### src/verilog/core_ctrl_pkg.sv
`default_nettype none

package core_ctrl_pkg;

	// ALU function chosen in decode
	typedef enum logic [2:0] {
		ALU_ADD,
		ALU_SUB,
		ALU_AND,
		ALU_OR,
		ALU_XOR,
		ALU_SLT,
		ALU_LUI
	} alu_op_t;

	// operand source for execute, resolved one stage early
	typedef enum logic [1:0] {
		FWD_RF,
		FWD_MEM,
		FWD_WB
	} fwd_sel_t;

	// what lands in the register file
	typedef enum logic [1:0] {
		WB_ALU,
		WB_MEM,
		WB_LINK
	} wb_src_t;

endpackage

`default_nettype wire

### src/verilog/mips_isa_pkg.sv
`default_nettype none

package mips_isa_pkg;

	typedef logic [31:0] word_t;
	typedef logic [4:0]  reg_idx_t;

	// primary opcode field, bits 31:26
	localparam logic [5:0] OP_RTYPE = 6'h00;
	localparam logic [5:0] OP_J     = 6'h02;
	localparam logic [5:0] OP_JAL   = 6'h03;
	localparam logic [5:0] OP_BEQ   = 6'h04;
	localparam logic [5:0] OP_BNE   = 6'h05;
	localparam logic [5:0] OP_ADDIU = 6'h09;
	localparam logic [5:0] OP_SLTI  = 6'h0a;
	localparam logic [5:0] OP_ANDI  = 6'h0c;
	localparam logic [5:0] OP_ORI   = 6'h0d;
	localparam logic [5:0] OP_XORI  = 6'h0e;
	localparam logic [5:0] OP_LUI   = 6'h0f;
	localparam logic [5:0] OP_LW    = 6'h23;
	localparam logic [5:0] OP_SW    = 6'h2b;

	// funct field of R-type, bits 5:0
	localparam logic [5:0] FN_JR   = 6'h08;
	localparam logic [5:0] FN_ADDU = 6'h21;
	localparam logic [5:0] FN_SUBU = 6'h23;
	localparam logic [5:0] FN_AND  = 6'h24;
	localparam logic [5:0] FN_OR   = 6'h25;
	localparam logic [5:0] FN_XOR  = 6'h26;
	localparam logic [5:0] FN_SLT  = 6'h2a;

	// jal writes its link here
	localparam reg_idx_t REG_LINK = 5'd31;

	localparam word_t NOP_WORD = 32'h0000_0000;
	localparam word_t RESET_PC = 32'h0000_0000;

endpackage

`default_nettype wire
### src/verilog/core.sv
`default_nettype none
`timescale 1ns/1ps

module core
	import mips_isa_pkg::*, core_ctrl_pkg::*;
(
	input  wire        i_clk,
	input  wire        i_arst_n,
	input  wire word_t i_read_instruction,
	input  wire word_t i_read_data,
	output word_t      o_instruction_address,
	output word_t      o_data_address,
	output word_t      o_write_data,
	output logic       o_mem_write,
	output logic       o_mem_read
);

	// fetch to decode
	word_t id_pc4;
	word_t id_instr;
	logic  id_stall;
	logic  id_redirect;
	word_t id_target;

	// decode to execute
	word_t    ex_rs_data;
	word_t    ex_rt_data;
	word_t    ex_imm;
	reg_idx_t ex_rs;
	reg_idx_t ex_rt;
	reg_idx_t ex_rd;
	word_t    ex_link;
	alu_op_t  ex_alu_op;
	logic     ex_alu_imm;
	logic     ex_reg_dst;
	logic     ex_mem_read;
	logic     ex_mem_write;
	wb_src_t  ex_wb_src;
	logic     ex_reg_write;
	fwd_sel_t ex_fwd_a;
	fwd_sel_t ex_fwd_b;

	// execute hazard feedback
	reg_idx_t ex_dst;
	logic     ex_we;
	logic     ex_load;

	// execute to mem_stage
	word_t    mem_result;
	word_t    mem_store_data;
	reg_idx_t mem_rd;
	word_t    mem_link;
	logic     mem_read;
	logic     mem_write;
	wb_src_t  mem_wb_src;
	logic     mem_reg_write;

	// mem_stage feedback
	reg_idx_t mem_fb_rd;
	logic     mem_fb_we;
	logic     mem_fb_load;
	logic     wb_we;
	reg_idx_t wb_rd;
	word_t    wb_data;

	fetch u_fetch (
		.i_clk              (i_clk),
		.i_arst_n           (i_arst_n),
		.i_stall            (id_stall),
		.i_redirect         (id_redirect),
		.i_target           (id_target),
		.i_read_instruction (i_read_instruction),
		.o_pc               (o_instruction_address),
		.o_pc4              (id_pc4),
		.o_instr            (id_instr)
	);

	decode u_decode (
		.i_clk        (i_clk),
		.i_arst_n     (i_arst_n),
		.i_pc4        (id_pc4),
		.i_instr      (id_instr),
		.i_wb_we      (wb_we),
		.i_wb_rd      (wb_rd),
		.i_wb_data    (wb_data),
		.i_ex_rd      (ex_dst),
		.i_ex_we      (ex_we),
		.i_ex_load    (ex_load),
		.i_mem_rd     (mem_fb_rd),
		.i_mem_we     (mem_fb_we),
		.i_mem_load   (mem_fb_load),
		.i_mem_result (mem_result),
		.o_stall      (id_stall),
		.o_redirect   (id_redirect),
		.o_target     (id_target),
		.o_rs_data    (ex_rs_data),
		.o_rt_data    (ex_rt_data),
		.o_imm        (ex_imm),
		.o_rs         (ex_rs),
		.o_rt         (ex_rt),
		.o_rd         (ex_rd),
		.o_link       (ex_link),
		.o_alu_op     (ex_alu_op),
		.o_alu_imm    (ex_alu_imm),
		.o_reg_dst    (ex_reg_dst),
		.o_mem_read   (ex_mem_read),
		.o_mem_write  (ex_mem_write),
		.o_wb_src     (ex_wb_src),
		.o_reg_write  (ex_reg_write),
		.o_fwd_a      (ex_fwd_a),
		.o_fwd_b      (ex_fwd_b)
	);

	execute u_execute (
		.i_clk        (i_clk),
		.i_arst_n     (i_arst_n),
		.i_rs_data    (ex_rs_data),
		.i_rt_data    (ex_rt_data),
		.i_imm        (ex_imm),
		.i_rs         (ex_rs),
		.i_rt         (ex_rt),
		.i_rd         (ex_rd),
		.i_link       (ex_link),
		.i_alu_op     (ex_alu_op),
		.i_alu_imm    (ex_alu_imm),
		.i_reg_dst    (ex_reg_dst),
		.i_mem_read   (ex_mem_read),
		.i_mem_write  (ex_mem_write),
		.i_wb_src     (ex_wb_src),
		.i_reg_write  (ex_reg_write),
		.i_fwd_a      (ex_fwd_a),
		.i_fwd_b      (ex_fwd_b),
		.i_mem_result (mem_result),
		.i_wb_data    (wb_data),
		.o_alu_result (mem_result),
		.o_store_data (mem_store_data),
		.o_rd         (mem_rd),
		.o_link       (mem_link),
		.o_mem_read   (mem_read),
		.o_mem_write  (mem_write),
		.o_wb_src     (mem_wb_src),
		.o_reg_write  (mem_reg_write),
		.o_ex_rd      (ex_dst),
		.o_ex_we      (ex_we),
		.o_ex_load    (ex_load)
	);

	mem_stage u_mem_stage (
		.i_clk          (i_clk),
		.i_arst_n       (i_arst_n),
		.i_alu_result   (mem_result),
		.i_store_data   (mem_store_data),
		.i_rd           (mem_rd),
		.i_link         (mem_link),
		.i_mem_read     (mem_read),
		.i_mem_write    (mem_write),
		.i_wb_src       (mem_wb_src),
		.i_reg_write    (mem_reg_write),
		.i_read_data    (i_read_data),
		.o_data_address (o_data_address),
		.o_write_data   (o_write_data),
		.o_mem_read_en  (o_mem_read),
		.o_mem_write_en (o_mem_write),
		.o_mem_rd       (mem_fb_rd),
		.o_mem_we       (mem_fb_we),
		.o_mem_load     (mem_fb_load),
		.o_wb_we        (wb_we),
		.o_wb_rd        (wb_rd),
		.o_wb_data      (wb_data)
	);

endmodule

`default_nettype wire

### src/verilog/decode.sv
`default_nettype none
`timescale 1ns/1ps

module decode
	import mips_isa_pkg::*, core_ctrl_pkg::*;
(
	input  wire           i_clk,
	input  wire           i_arst_n,
	input  wire word_t    i_pc4,
	input  wire word_t    i_instr,
	input  wire           i_wb_we,
	input  wire reg_idx_t i_wb_rd,
	input  wire word_t    i_wb_data,
	input  wire reg_idx_t i_ex_rd,
	input  wire           i_ex_we,
	input  wire           i_ex_load,
	input  wire reg_idx_t i_mem_rd,
	input  wire           i_mem_we,
	input  wire           i_mem_load,
	input  wire word_t    i_mem_result,
	output logic          o_stall,
	output logic          o_redirect,
	output word_t         o_target,
	output word_t         o_rs_data,
	output word_t         o_rt_data,
	output word_t         o_imm,
	output reg_idx_t      o_rs,
	output reg_idx_t      o_rt,
	output reg_idx_t      o_rd,
	output word_t         o_link,
	output alu_op_t       o_alu_op,
	output logic          o_alu_imm,
	output logic          o_reg_dst,
	output logic          o_mem_read,
	output logic          o_mem_write,
	output wb_src_t       o_wb_src,
	output logic          o_reg_write,
	output fwd_sel_t      o_fwd_a,
	output fwd_sel_t      o_fwd_b
);

	logic [5:0] op;
	logic [5:0] funct;
	reg_idx_t   rs;
	reg_idx_t   rt;
	reg_idx_t   rd_field;
	reg_idx_t   dst;
	word_t      imm_ext;

	// decoded controls
	alu_op_t alu_op;
	wb_src_t wb_src;
	logic    alu_imm;
	logic    reg_dst;
	logic    mem_rd;
	logic    mem_wr;
	logic    we;
	logic    zext;
	logic    use_rs;
	logic    use_rt;
	logic    is_beq;
	logic    is_bne;
	logic    is_j;
	logic    is_jal;
	logic    is_jr;
	logic    reg_write;

	word_t rf [1:31];
	word_t rf_rs;
	word_t rf_rt;
	word_t br_rs;
	word_t br_rt;

	logic rs_hit_ex;
	logic rt_hit_ex;
	logic rs_hit_mem;
	logic rt_hit_mem;
	logic is_br;
	logic taken;

	assign op       = i_instr[31:26];
	assign rs       = i_instr[25:21];
	assign rt       = i_instr[20:16];
	assign rd_field = i_instr[15:11];
	assign funct    = i_instr[5:0];

	always_comb begin
		alu_op  = ALU_ADD;
		wb_src  = WB_ALU;
		alu_imm = 1'b0;
		reg_dst = 1'b0;
		mem_rd  = 1'b0;
		mem_wr  = 1'b0;
		we      = 1'b0;
		zext    = 1'b0;
		use_rs  = 1'b0;
		use_rt  = 1'b0;
		is_beq  = 1'b0;
		is_bne  = 1'b0;
		is_j    = 1'b0;
		is_jal  = 1'b0;
		is_jr   = 1'b0;
		case (op)
			OP_RTYPE: begin
				reg_dst = 1'b1;
				use_rs  = 1'b1;
				use_rt  = 1'b1;
				we      = 1'b1;
				case (funct)
					FN_ADDU: alu_op = ALU_ADD;
					FN_SUBU: alu_op = ALU_SUB;
					FN_AND:  alu_op = ALU_AND;
					FN_OR:   alu_op = ALU_OR;
					FN_XOR:  alu_op = ALU_XOR;
					FN_SLT:  alu_op = ALU_SLT;
					FN_JR: begin
						we     = 1'b0;
						use_rt = 1'b0;
						is_jr  = 1'b1;
					end
					// sll zero and anything else unsupported does nothing
					default: begin
						we     = 1'b0;
						use_rs = 1'b0;
						use_rt = 1'b0;
					end
				endcase
			end
			OP_ADDIU, OP_SLTI, OP_ANDI, OP_ORI, OP_XORI, OP_LUI: begin
				alu_imm = 1'b1;
				we      = 1'b1;
				use_rs  = (op != OP_LUI);
				zext    = (op == OP_ANDI) || (op == OP_ORI) ||
				          (op == OP_XORI) || (op == OP_LUI);
				case (op)
					OP_SLTI: alu_op = ALU_SLT;
					OP_ANDI: alu_op = ALU_AND;
					OP_ORI:  alu_op = ALU_OR;
					OP_XORI: alu_op = ALU_XOR;
					OP_LUI:  alu_op = ALU_LUI;
					default: alu_op = ALU_ADD;
				endcase
			end
			OP_LW: begin
				alu_imm = 1'b1;
				use_rs  = 1'b1;
				mem_rd  = 1'b1;
				we      = 1'b1;
				wb_src  = WB_MEM;
			end
			OP_SW: begin
				alu_imm = 1'b1;
				use_rs  = 1'b1;
				use_rt  = 1'b1;
				mem_wr  = 1'b1;
			end
			OP_BEQ, OP_BNE: begin
				use_rs = 1'b1;
				use_rt = 1'b1;
				is_beq = (op == OP_BEQ);
				is_bne = (op == OP_BNE);
			end
			OP_J: is_j = 1'b1;
			OP_JAL: begin
				is_j    = 1'b1;
				is_jal  = 1'b1;
				we      = 1'b1;
				reg_dst = 1'b1;
				wb_src  = WB_LINK;
			end
			default: ;
		endcase
	end

	assign imm_ext = zext ? {16'h0000, i_instr[15:0]} : {{16{i_instr[15]}}, i_instr[15:0]};

	// writes to r0 are dropped here so nothing downstream forwards them
	assign dst       = is_jal ? REG_LINK : (reg_dst ? rd_field : rt);
	assign reg_write = we && (dst != '0);

	// r0 reads as zero and writeback passes straight through
	always_ff @(posedge i_clk) begin
		if (i_wb_we && i_wb_rd != '0) begin
			rf[i_wb_rd] <= i_wb_data;
		end
	end

	assign rf_rs = (rs == '0) ? '0 : ((i_wb_we && i_wb_rd == rs) ? i_wb_data : rf[rs]);
	assign rf_rt = (rt == '0) ? '0 : ((i_wb_we && i_wb_rd == rt) ? i_wb_data : rf[rt]);

	// compare operands see the memory stage too
	assign rs_hit_mem = i_mem_we && (i_mem_rd == rs);
	assign rt_hit_mem = i_mem_we && (i_mem_rd == rt);
	assign br_rs      = rs_hit_mem ? i_mem_result : rf_rs;
	assign br_rt      = rt_hit_mem ? i_mem_result : rf_rt;

	// hazards
	assign rs_hit_ex = use_rs && i_ex_we && (i_ex_rd == rs);
	assign rt_hit_ex = use_rt && i_ex_we && (i_ex_rd == rt);
	assign is_br     = is_beq || is_bne || is_jr;
	assign o_stall   = (i_ex_load && (rs_hit_ex || rt_hit_ex)) ||
	                   (is_br && (rs_hit_ex || rt_hit_ex)) ||
	                   (is_br && i_mem_load &&
	                    ((use_rs && rs_hit_mem) || (use_rt && rt_hit_mem)));

	assign taken = (is_beq && br_rs == br_rt) || (is_bne && br_rs != br_rt) ||
	               is_j || is_jr;
	assign o_redirect = taken && !o_stall;

	always_comb begin
		if (is_jr) begin
			o_target = br_rs;
		end else if (is_j) begin
			o_target = {i_pc4[31:28], i_instr[25:0], 2'b00};
		end else begin
			o_target = i_pc4 + {imm_ext[29:0], 2'b00};
		end
	end

	// a stall turns the ID/EX controls into a bubble
	always_ff @(posedge i_clk or negedge i_arst_n) begin
		if (!i_arst_n) begin
			o_mem_read  <= 1'b0;
			o_mem_write <= 1'b0;
			o_reg_write <= 1'b0;
		end else begin
			o_mem_read  <= mem_rd && !o_stall;
			o_mem_write <= mem_wr && !o_stall;
			o_reg_write <= reg_write && !o_stall;
		end
	end

	// ID/EX payload
	always_ff @(posedge i_clk) begin
		o_rs_data <= rf_rs;
		o_rt_data <= rf_rt;
		o_imm     <= imm_ext;
		o_rs      <= rs;
		o_rt      <= rt;
		o_rd      <= is_jal ? REG_LINK : rd_field;
		o_link    <= i_pc4 + 32'd4;
		o_alu_op  <= alu_op;
		o_alu_imm <= alu_imm;
		o_reg_dst <= reg_dst;
		o_wb_src  <= wb_src;
		// what is in execute now sits in memory next cycle
		if (i_ex_we && i_ex_rd == rs) begin
			o_fwd_a <= FWD_MEM;
		end else if (rs_hit_mem) begin
			o_fwd_a <= FWD_WB;
		end else begin
			o_fwd_a <= FWD_RF;
		end
		if (i_ex_we && i_ex_rd == rt) begin
			o_fwd_b <= FWD_MEM;
		end else if (rt_hit_mem) begin
			o_fwd_b <= FWD_WB;
		end else begin
			o_fwd_b <= FWD_RF;
		end
	end

	// a branch on a load in execute is the longest hold
	a_stall_bounded: assert property (@(posedge i_clk) disable iff (!i_arst_n)
		o_stall && $past(o_stall) |=> !o_stall)
		else $error("decode: stall lasted more than two cycles");

endmodule

`default_nettype wire

### src/verilog/execute.sv
`default_nettype none
`timescale 1ns/1ps

module execute
	import mips_isa_pkg::*, core_ctrl_pkg::*;
(
	input  wire           i_clk,
	input  wire           i_arst_n,
	input  wire word_t    i_rs_data,
	input  wire word_t    i_rt_data,
	input  wire word_t    i_imm,
	input  wire reg_idx_t i_rs,
	input  wire reg_idx_t i_rt,
	input  wire reg_idx_t i_rd,
	input  wire word_t    i_link,
	input  wire alu_op_t  i_alu_op,
	input  wire           i_alu_imm,
	input  wire           i_reg_dst,
	input  wire           i_mem_read,
	input  wire           i_mem_write,
	input  wire wb_src_t  i_wb_src,
	input  wire           i_reg_write,
	input  wire fwd_sel_t i_fwd_a,
	input  wire fwd_sel_t i_fwd_b,
	input  wire word_t    i_mem_result,
	input  wire word_t    i_wb_data,
	output word_t         o_alu_result,
	output word_t         o_store_data,
	output reg_idx_t      o_rd,
	output word_t         o_link,
	output logic          o_mem_read,
	output logic          o_mem_write,
	output wb_src_t       o_wb_src,
	output logic          o_reg_write,
	output reg_idx_t      o_ex_rd,
	output logic          o_ex_we,
	output logic          o_ex_load
);

	word_t    op_a;
	word_t    op_b;
	word_t    rt_val;
	word_t    alu_out;
	reg_idx_t dst;

	// forwarding muxes
	always_comb begin
		case (i_fwd_a)
			FWD_MEM: op_a = i_mem_result;
			FWD_WB:  op_a = i_wb_data;
			default: op_a = i_rs_data;
		endcase
		case (i_fwd_b)
			FWD_MEM: rt_val = i_mem_result;
			FWD_WB:  rt_val = i_wb_data;
			default: rt_val = i_rt_data;
		endcase
	end

	assign op_b = i_alu_imm ? i_imm : rt_val;

	always_comb begin
		case (i_alu_op)
			ALU_SUB: alu_out = op_a - op_b;
			ALU_AND: alu_out = op_a & op_b;
			ALU_OR:  alu_out = op_a | op_b;
			ALU_XOR: alu_out = op_a ^ op_b;
			ALU_SLT: alu_out = {31'd0, $signed(op_a) < $signed(op_b)};
			ALU_LUI: alu_out = {op_b[15:0], 16'h0000};
			default: alu_out = op_a + op_b;
		endcase
	end

	assign dst = i_reg_dst ? i_rd : i_rt;

	// seen by decode for stall and forwarding decisions
	assign o_ex_rd   = dst;
	assign o_ex_we   = i_reg_write;
	assign o_ex_load = i_mem_read;

	// EX/MEM controls
	always_ff @(posedge i_clk or negedge i_arst_n) begin
		if (!i_arst_n) begin
			o_mem_read  <= 1'b0;
			o_mem_write <= 1'b0;
			o_reg_write <= 1'b0;
		end else begin
			o_mem_read  <= i_mem_read;
			o_mem_write <= i_mem_write;
			o_reg_write <= i_reg_write;
		end
	end

	// EX/MEM payload
	always_ff @(posedge i_clk) begin
		// jal puts its link on the result so both forward paths carry it
		o_alu_result <= (i_wb_src == WB_LINK) ? i_link : alu_out;
		o_store_data <= rt_val;
		o_rd         <= dst;
		o_link       <= i_link;
		o_wb_src     <= i_wb_src;
	end

	a_no_r0_write: assert property (@(posedge i_clk) disable iff (!i_arst_n)
		o_reg_write |-> o_rd != '0)
		else $error("execute: write enabled towards r0");

	// decode only forwards for registers that were really written
	a_fwd_nonzero: assert property (@(posedge i_clk) disable iff (!i_arst_n)
		i_reg_write && i_fwd_a != FWD_RF |-> i_rs != '0)
		else $error("execute: forward selected for rs r0");

endmodule

`default_nettype wire

### src/verilog/fetch.sv
`default_nettype none
`timescale 1ns/1ps

module fetch
	import mips_isa_pkg::*;
(
	input  wire        i_clk,
	input  wire        i_arst_n,
	input  wire        i_stall,
	input  wire        i_redirect,
	input  wire word_t i_target,
	input  wire word_t i_read_instruction,
	output word_t      o_pc,
	output word_t      o_pc4,
	output word_t      o_instr
);

	word_t pc;
	word_t pc_plus4;
	word_t ifid_pc4;
	word_t ifid_instr;

	assign pc_plus4 = pc + 32'd4;

	always_ff @(posedge i_clk or negedge i_arst_n) begin
		if (!i_arst_n) begin
			pc         <= RESET_PC;
			ifid_pc4   <= RESET_PC;
			ifid_instr <= NOP_WORD;
		end else if (!i_stall) begin
			// on redirect the delay slot is the word on the bus now,
			// so it still goes into IF/ID and only the PC jumps
			pc         <= i_redirect ? i_target : pc_plus4;
			ifid_pc4   <= pc_plus4;
			ifid_instr <= i_read_instruction;
		end
	end

	assign o_pc    = pc;
	assign o_pc4   = ifid_pc4;
	assign o_instr = ifid_instr;

	// a jr to a bad register value would show up here
	a_pc_aligned: assert property (@(posedge i_clk) disable iff (!i_arst_n)
		pc[1:0] == 2'b00)
		else $error("fetch: pc %h not word aligned", pc);

endmodule

`default_nettype wire

### src/verilog/mem_stage.sv
`default_nettype none
`timescale 1ns/1ps

module mem_stage
	import mips_isa_pkg::*, core_ctrl_pkg::*;
(
	input  wire           i_clk,
	input  wire           i_arst_n,
	input  wire word_t    i_alu_result,
	input  wire word_t    i_store_data,
	input  wire reg_idx_t i_rd,
	input  wire word_t    i_link,
	input  wire           i_mem_read,
	input  wire           i_mem_write,
	input  wire wb_src_t  i_wb_src,
	input  wire           i_reg_write,
	input  wire word_t    i_read_data,
	output word_t         o_data_address,
	output word_t         o_write_data,
	output logic          o_mem_read_en,
	output logic          o_mem_write_en,
	output reg_idx_t      o_mem_rd,
	output logic          o_mem_we,
	output logic          o_mem_load,
	output logic          o_wb_we,
	output reg_idx_t      o_wb_rd,
	output word_t         o_wb_data
);

	word_t   wb_alu;
	word_t   wb_load;
	word_t   wb_link;
	wb_src_t wb_src;

	// data port straight from EX/MEM, memory answers this cycle
	assign o_data_address = i_alu_result;
	assign o_write_data   = i_store_data;
	assign o_mem_read_en  = i_mem_read;
	assign o_mem_write_en = i_mem_write;

	assign o_mem_rd   = i_rd;
	assign o_mem_we   = i_reg_write;
	assign o_mem_load = i_mem_read;

	always_ff @(posedge i_clk or negedge i_arst_n) begin
		if (!i_arst_n) begin
			o_wb_we <= 1'b0;
		end else begin
			o_wb_we <= i_reg_write;
		end
	end

	always_ff @(posedge i_clk) begin
		wb_alu  <= i_alu_result;
		wb_load <= i_read_data;
		wb_link <= i_link;
		wb_src  <= i_wb_src;
		o_wb_rd <= i_rd;
	end

	// writeback select
	always_comb begin
		case (wb_src)
			WB_MEM:  o_wb_data = wb_load;
			WB_LINK: o_wb_data = wb_link;
			default: o_wb_data = wb_alu;
		endcase
	end

	a_rd_wr_excl: assert property (@(posedge i_clk) disable iff (!i_arst_n)
		!(o_mem_read_en && o_mem_write_en))
		else $error("mem_stage: read and write enabled together");

endmodule

`default_nettype wire

### config.mk
export PLATFORM = sky130hd
export DESIGN_NAME = core
export DESIGN_NICKNAME = d
export VERILOG_FILES = /design/src/verilog/core_ctrl_pkg.sv /design/src/verilog/mips_isa_pkg.sv /design/src/verilog/core.sv /design/src/verilog/decode.sv /design/src/verilog/execute.sv /design/src/verilog/fetch.sv /design/src/verilog/mem_stage.sv
export SDC_FILE = /design/constraint.sdc
export NUM_CORES = 2
export LEC_CHECK = 0
export ABC_AREA = 0
export BUFFER_PORTS_ARGS = -buffer_cell sky130_fd_sc_hd__clkbuf_2
export CAP_MARGIN = 20
export CORE_MARGIN = 1.5
export CORE_UTILIZATION = 53
export CTS_CLUSTER_SIZE = 30
export DETAILED_ROUTE_END_ITERATION = 8
export PLACE_DENSITY = 0.72
export SLEW_MARGIN = 20
export SYNTH_ARGS = -nofsm -noshare
export SYNTH_HDL_FRONTEND = slang
export SYNTH_SLANG_ARGS = --single-unit
### constraint.sdc
create_clock -name i_clk -period 6.4 [get_ports i_clk]
set_input_delay 0 -clock i_clk [delete_from_list [all_inputs] [get_ports i_clk]]
set_output_delay 0 -clock i_clk [all_outputs]
set_load 0.02 [all_outputs]
**Word level (Yosys, flattened, before mapping)**

Memories as Yosys holds them, arrays and structs flattened.
Cells that the tools add are included.

- Memories: 1
- Output and inout bits: 98
- Logic and storage cells: 179
- Input port bits: 66
- Bits in registers: 457
- RAM bits: 992

- $lt $le $gt $ge: 1
- Multiplexer cells: 43
- Bitwise logic cells: 3
- Reduce and logical (&&, ||, !) cells: 52
- Add/subtract/negate cells: 5
- Equality and inequality tests: 41

Memory list:

| memory | words | width | rd ports | clocked after Yosys merged registers in | wr ports | RTL line | text |
|---|---|---|---|---|---|---|---|
| u_decode.rf | 31 | 32 | 2 | 0 | 1 | decode.sv:68 | `word_t rf [1:31];` |

Operator list:

| cell | count |
|---|---|
| 32-bit two-way mux | 11 |
| 32-bit one-hot mux with 2 select lines | 3 |
| 32-bit one-hot mux with 6 select lines | 1 |
| 32-bit by 3-bit adder with 32-bit output, second input constant | 2 |
| 32-bit adder | 2 |
| 6-bit == test, second input constant | 8 |
| 6-bit by 4-bit == test with 1-bit output, second input constant | 7 |
| 32-bit bitwise AND | 1 |
| 32-bit == test | 1 |
| 32-bit less-than comparator | 1 |
| 32-bit != test | 1 |
| 32-bit OR | 1 |
| 32-bit subtractor | 1 |
| 32-bit bitwise XOR | 1 |
| 5-bit == test | 6 |
| 30-bit two-way mux | 1 |
| 3-bit one-hot mux with 5 select lines | 2 |
| 1-bit logical AND | 24 |
| 8-bit OR reduction | 2 |
| 1-bit two-way mux | 15 |
| 5-bit two-way mux | 3 |
| 6-bit by 2-bit == test with 1-bit output, second input constant | 2 |
| 6-bit by 3-bit == test with 1-bit output, second input constant | 2 |
| 1-bit logical OR | 12 |
| 20 further kinds | 35 |

**Depth between registers and ports, before layout**

- Depth after elaboration: 13
- Gate-level depth with buffers: 27

**By module**

Synthesis repeated with hierarchy kept, for this count alone.

- Cell total of the unflattened synthesis: 5,665
- Area total of the unflattened synthesis: 73,352.9 um^2

Modules (own cells, without submodules):

| module | area an instance (um^2) | sequential area each (um^2) | cells an instance | instances |
|---|---|---|---|---|
| decode | 55,529.5 | 32,666.3 | 3,527 | 1 |
| execute | 9,658.0 | 2,137.0 | 1,374 | 1 |
| fetch | 4,885.9 | 2,402.3 | 474 | 1 |
| mem_stage | 3,279.4 | 2,087.0 | 290 | 1 |

**Least setup slack after synthesis**

No wires, ideal clock.

- Kind: reg2reg
- Start point: register u_mem_stage.wb_src[0]
- End point: register u_execute.o_alu_result[28]
- Path buffers: 2
- Library setup time: 62 ps
- Arrival: 6,214 ps
- Stages on the path, launching flop included: 25
- Path slack: 124 ps
- Period minus slack after synthesis: 6,276 ps
- Cells stage by stage: dfxtp_1 inv_1 ha_1 buf_6 clkbuf_1 o21ai_0 a22oi_1 nor2_1 a21oi_1 o21ai_0 inv_1 fa_1 a21o_1 a21o_1 a21o_1 a31o_2 nand2_1 o31ai_1 o311ai_0 nand3_1 a221o_1 o211ai_1 nand3_1 or3_1 nand3_1

- Cells in the longest elaborated chain, start to end: 7

RTL lines:

| what | RTL line | text |
|---|---|---|
| from (decl) | mem_stage.sv:33 | `wb_src_t wb_src;` |
| from (signal assigned) | mem_stage.sv:57 | `wb_src <= i_wb_src;` |
| 2-bit == test or 2-bit by 1-bit == test with 1-bit output (tied branches) | mem_stage.sv:63 | `case (wb_src)` |
| 32-bit one-hot mux with 2 select lines * | mem_stage.sv:63 |  |
| via u_decode.i_wb_data[1] | decode.sv:13 | `input wire word_t i_wb_data,` |
| 32-bit one-hot mux with 2 select lines | execute.sv:53 | `case (i_fwd_b)` |
| 32-bit two-way mux | execute.sv:60 | `assign op_b = i_alu_imm ? i_imm : rt_val;` |
| 32-bit adder or 32-bit subtractor (tied branches) | execute.sv:70, execute.sv:64 |  |
| 32-bit one-hot mux with 6 select lines * | execute.sv:63 | `case (i_alu_op)` |
| 32-bit two-way mux * | execute.sv:97 | `o_alu_result <= (i_wb_src == WB_LINK) ? i_link : alu_out;` |
| to (signal assigned) | execute.sv:97 |  |
| to (decl) | execute.sv:27 | `output word_t o_alu_result,` |

Mark *: on every way through the listed nets, which the timed path passes. The rest lies on a longest branch.
A chain may end at the register's enable or synchronous reset.

**Final worst setup path**

- Start point: register u_fetch.ifid_instr[24], in the netlist u_fetch.o_instr[24]
- End point: register u_fetch.pc[13], in the netlist u_fetch.o_pc[13]

- Cells in the longest elaborated chain, start to end: 12

RTL lines:

| what | RTL line | text |
|---|---|---|
| from (decl) | fetch.sv:21 | `word_t ifid_instr;` |
| from (signal assigned) | fetch.sv:35 | `ifid_instr <= i_read_instruction;` |
| branches (longest 3 deep; another with memory 31 x 32 bit) | n/a |  |
| 32-bit two-way mux * | decode.sv:188 | `assign rf_rs = (rs == '0) ? '0 : ((i_wb_we && i_wb_rd == rs) ? i_wb_data : rf[rs]);` |
| via u_decode.rf_rs[25] | decode.sv:69 | `word_t rf_rs;` |
| 32-bit two-way mux * | decode.sv:194 | `assign br_rs = rs_hit_mem ? i_mem_result : rf_rs;` |
| 32-bit == test or 32-bit != test (tied branches) | decode.sv:206 | `assign taken = (is_beq && br_rs == br_rt) \|\| (is_bne && br_rs != br_rt) \|\|` |
| 1-bit logical AND | decode.sv:206 |  |
| 1-bit logical OR * (2 in series) | decode.sv:206 |  |
| 1-bit logical OR * | decode.sv:207 | `is_j \|\| is_jr;` |
| 1-bit logical AND * | decode.sv:208 | `assign o_redirect = taken && !o_stall;` |
| 32-bit two-way mux * | fetch.sv:33 | `pc <= i_redirect ? i_target : pc_plus4;` |
| to (signal assigned) | fetch.sv:33 |  |
| to (decl) | fetch.sv:18 | `word_t pc;` |

Mark *: on every way through the listed nets, which the timed path passes.

==> results <==
- The flow ran to the end, but the final reports show violations.
- The checks that failed: DRC.
- Counting I/O delays and the setup requirement, the final critical path takes roughly 6200 ps.
- The post-synthesis average cell area is 12.5 um2.
- The wire length after detailed routing is around 280 mm.
- The horizontal extent of the die is 372 um.
- The number of global-route vias before repair is 53,900.
- The transition time at the pin with the least slew margin is 1130 ps.
- The class of the tightest hold or removal check is primary input to flop.
- The final-report max-slew violation count came to 0.
- The count of flip-flops with a built-in enable after synthesis is between 900 and 1,000.
- The worst setup path is captured at a flop.
- The post-DP HPWL is 185 mm.
- The first detailed-routing pass ran for 9 iterations.
- Counting cells, the worst reg-to-reg path comes to 17.
- The cell-internal power is 19.0 mW.
- For this design the static power due to leakage is around 30 nW.
- The final count of hold timing violations is 0.
- STA puts the critical path data required time at roughly 7100 ps.
- Yosys mapped the design onto 102 distinct sky130hd cell types.
- Setup repair after global routing left no endpoint under its margin.
- The tree is rooted in a sky130_fd_sc_hd__clkbuf_16.
- The final estimated routing congestion in global placement is 1.05.
- The combinational group share of total power is 0.242.
- In this run the critical register-to-register path is launched from u_fetch.o_instr[24].
- For this run, design rule violations remaining after detail routing come to 3.
- In this run the post-CTS setup repair buffer count came out at 0.
- The sum of negative setup slack is 0 ps.
- Counting flops and latches in the post-synthesis netlist gives 1,436.
- The reg2reg setup slack is 240 ps.
- The clock tree synthesis step divided the H-tree into 4 levels.
- The share of synthesized area in the top cell type comes to 0.414.
- The launch point of the critical path is u_fetch.o_instr[24].
- The clock passes through at most 3 buffers.
- The largest stage delay on the critical path is 1000 ps.
- The sequential element share of the synthesized area is 0.544.
- The top cell type by total area after synthesis is sky130_fd_sc_hd__edfxtp_1.
- The proportion of power drawn by the clock network is 0.309.
- After synthesis, the share of flip-flops with an asynchronous set or reset is 0.0717.
- Of the total power, registers draw 0.448.
- The count of mapped cells out of synthesis is 5,744.
- roughly 160 I/O pins were placed.
- Counting every net in the synthesized netlist gives between 5,000 and 6,000.
- Across the VDD grid, the largest voltage drop is 0.000279 V.
- The start-to-end type of the worst setup path is flop to flop.
- STA classifies the critical path startpoint as a flop.
- The CTS buffer count is 151.
- The standard cell with the maximum stage delay on the critical path is sky130_fd_sc_hd__dfrtp_2.
- The power density over cell area is 350 nW/um2.
- The number of core rows is between 100 and 150.
- The number of antenna violations at the first check in global routing came to 20.
- The switching power as a share of total power is 0.339.
- Summing over every cut layer, the via total after detailed routing is 57,300.
- The relative max-transition margin is 0.238.
- In the routed layout, each cell is associated on average with a via count of roughly 7.2.
- CTS saw 1,436 sinks.
- In the final layout, the share of cells above drive strength 1 is 0.197.
- In the global route stage, overall resource usage came out at 0.396.
- Dividing the final minimum period by the clock period gives 0.963.
- The clock arrives with 54.9 ps of skew.
- After detailed placement, the design holds a cell count of around 7,600.
- The most numerous cell type found on the critical path is sky130_fd_sc_hd__buf_4.
- The worst-case setup margin in the final layout is approximately 240 ps.
- Along the worst path, the maximum fanout reaches 30.
- In the post-synthesis netlist, the biggest area contributors are sky130_fd_sc_hd__edfxtp_1, sky130_fd_sc_hd__mux4_2, sky130_fd_sc_hd__dfxtp_1.
- The worst register-to-register path ends at u_fetch.o_pc[13].
- The die is 372 um tall.
- Yosys instantiated no cell more often than sky130_fd_sc_hd__edfxtp_1.
- TritonCTS built the clock tree.
- The analysis attributes to net switching a power of 9.71 mW.
- The area of the mapped netlist is 72,000 um2.
- For this run, the number of Yosys warnings is 0.
- Across the run, the number of max-cap violations was 0.
- The effective utilization at floorplan is 0.533.
- The net count reported at finish is 6,285.
- Entering global routing, the biggest net connects 81 pins.
- The remaining global-route overflow is 0.
- The area growth from synthesis to final layout is 13.7%.
- The most frequently used flop master after synthesis is sky130_fd_sc_hd__edfxtp_1.
- The arrival time at the worst endpoint is around 6800 ps.
- The clock-pin slew on the worst setup and hold paths is 70 ps.
- The number of buffers inserted by port buffering is 163.
- Based on the critical path, the design can be clocked at up to around 160 MHz.
- By count the netlist is led by sky130_fd_sc_hd__edfxtp_1, sky130_fd_sc_hd__nand2_1, sky130_fd_sc_hd__dfxtp_1.
- The critical path goes through clkinv_1 -> buf_4 -> nand2_1 -> buf_4 -> nor3_1 -> nor3_1 -> a31o_2 -> xor2_1 -> o21ai_0 -> o211ai_1 -> nor4_2 -> buf_4 -> a31oi_4 -> nor3_4 -> buf_12 -> mux2i_1 -> o22ai_1.
- The capturing element of the worst setup path is u_fetch.o_pc[13].
- The first global-routing pass estimated approximately 400 mm of wire.
- Timing analysis after detailed placement gives a worst setup slack of 637 ps.
- The core footprint is approximately 140,000 um2.
- The antenna violation net count after detailed routing is 0.
- For this block, the initial DRC count from the detailed router was 9,801.
- Fill cells in the final layout number 10,200.
- The routed length per placed instance is roughly 35 um.
- Setup violations remaining at the end of the flow were counted as 0.
- The non-filler instance count after layout is 7,997.
- Clock latency on the worst-skew pair, taken at its later pin, is 810 ps.
- The full die area is between 100,000 and 150,000 um2.
-- layer usage --
metal	share of wire	track usage	vias up
met5	0.00076	0	-
li1	-	-	22800
met4	0.072	0.228	28
met1	0.35	0.513	28200
met3	0.16	0.148	1160
met2	0.43	0.571	5097
-- sequential cells by signal (all words and copies together) (netlist names), 3 cells and up --
register	cells
u_decode.rf	992
u_decode.o_link	32
u_decode.o_rs_data	32
u_decode.o_rt_data	32
u_execute.o_alu_result	32
u_execute.o_link	32
u_execute.o_store_data	32
u_fetch.o_instr	32
u_fetch.o_pc4	32
u_fetch.o_pc	32
u_mem_stage.wb_alu	32
u_mem_stage.wb_link	32
u_mem_stage.wb_load	32
u_decode.o_imm	18
u_decode.o_rd	5
u_decode.o_rt	5
u_execute.o_rd	5
u_mem_stage.o_wb_rd	5
u_decode.o_alu_op	3
-- cells in the final DEF, fill, tap and decap left out, types with 42 or more instances in the layout --
| cell type | synthesis | routed |
|---|---|---|
| sky130_fd_sc_hd__a211oi_1 | 62 | 62 |
| sky130_fd_sc_hd__a21oi_1 | 274 | 273 |
| sky130_fd_sc_hd__a221oi_1 | 42 | 42 |
| sky130_fd_sc_hd__a22oi_1 | 134 | 134 |
| sky130_fd_sc_hd__a31oi_1 | 42 | 42 |
| sky130_fd_sc_hd__and3_1 | 52 | 52 |
| sky130_fd_sc_hd__buf_4 | 39 | 281 |
| sky130_fd_sc_hd__clkbuf_16 | 0 | 158 |
| sky130_fd_sc_hd__clkbuf_2 | 0 | 162 |
| sky130_fd_sc_hd__dfrtp_1 | 103 | 95 |
| sky130_fd_sc_hd__dfxtp_1 | 341 | 339 |
| sky130_fd_sc_hd__dlygate4sd3_1 | 0 | 123 |
| sky130_fd_sc_hd__edfxtp_1 | 992 | 992 |
| sky130_fd_sc_hd__ha_1 | 133 | 130 |
| sky130_fd_sc_hd__inv_1 | 202 | 202 |
| sky130_fd_sc_hd__mux2i_1 | 285 | 285 |
| sky130_fd_sc_hd__mux4_2 | 337 | 337 |
| sky130_fd_sc_hd__nand2_1 | 484 | 483 |
| sky130_fd_sc_hd__nand2b_1 | 45 | 45 |
| sky130_fd_sc_hd__nand3_1 | 107 | 107 |
| sky130_fd_sc_hd__nor2_1 | 328 | 307 |
| sky130_fd_sc_hd__nor3_1 | 86 | 77 |
| sky130_fd_sc_hd__o211ai_1 | 66 | 66 |
| sky130_fd_sc_hd__o21ai_0 | 314 | 302 |
| sky130_fd_sc_hd__o22ai_1 | 143 | 143 |
| sky130_fd_sc_hd__xnor2_1 | 119 | 119 |
| sky130_fd_sc_hd__xor2_1 | 48 | 48 |
-- kinds of logic (layout without fill, tap and decap cells) --
group                    Yosys count  count (layout)  share of synthesized area
AO/OA/AOI/OAI                   1414            1414                      0.130
multiplexers                     666             666                      0.153
other                              0              13                          0
adder cells (fa/ha/maj)          136             136                     0.0239
AND/OR/NAND/NOR                 1317            1317                     0.0848
XOR/XNOR                         167             167                     0.0203
buffers and inverters            608            1067                     0.0437
flip-flops                      1436            1436                      0.544
-- power by group through the flow --
stage                     registers [mW]  logic, mW  clock network, mW
after floorplan                     12.6       3.77                  0
after global placement              12.9       6.47                  0
after detailed placement            12.9       6.55                  0
after CTS                           12.7       6.64               8.87
after global routing                12.8       7.26               9.23
final                               12.9       6.94               8.87
-- area by class of cell --
class                      count  area [um2]  area share
timing repair buffer         589        4620      0.0564
clock buffer                 197        4180      0.0511
sequential                  1436       39200       0.479
clock inverter                76         756     0.00923
tap                         1781        2230      0.0272
inverter                     205         769     0.00940
antenna                       13        32.5    0.000397
multi-input combinational   3700       30100       0.367
-- how the worst min path moves through the flow --
stage,to,depth (start not counted),slack (ps),from
6_report,u_fetch.o_instr[21],4,70,i_read_instruction[21]
5_1_grt,u_fetch.o_instr[21],4,90,i_read_instruction[21]
3_3_place_gp,u_fetch.o_pc[7],1,50,i_arst_n
3_5_place_dp,u_fetch.o_pc[7],1,60,i_arst_n
4_1_cts,u_fetch.o_instr[16],4,20,i_read_instruction[16]
2_1_floorplan,u_decode.o_mem_read,0,-300,i_arst_n
-- timing repair --
action | in CTS | in global routing
endpoints found under the hold margin | 113 | 0
hold buffers | 124 | 0
gates resized for setup | 0 | 0
-- worst max-delay path, delay by kind of cell, from the launching register on --
| kind | cells | cell delay [ps] |
|---|---|---|
| and+or+nand+nor | 5 | 1780 |
| buffers and inverters | 5 | 1450 |
| AOI/OAI and AO/OA | 5 | 1430 |
| DFF | 1 | 1000 |
| muxes | 1 | 250 |
| xor gates and xnor gates | 1 | 110 |
-- per-stage QoR --
step	total power, mW	hold slack [ps]	utilization	cell area [um2]
5_1_grt	29.3	89.4	0.606	81800
4_1_cts	28.2	19.8	0.606	81800
3_3_place_gp	19.4	49.0	0.560	75700
2_1_floorplan	16.4	-296	-	72000
3_5_place_dp	19.5	55.2	0.560	75700
6_report	28.7	70.5	0.606	81900
No activity file was read; power rests on OpenSTA's default activity.
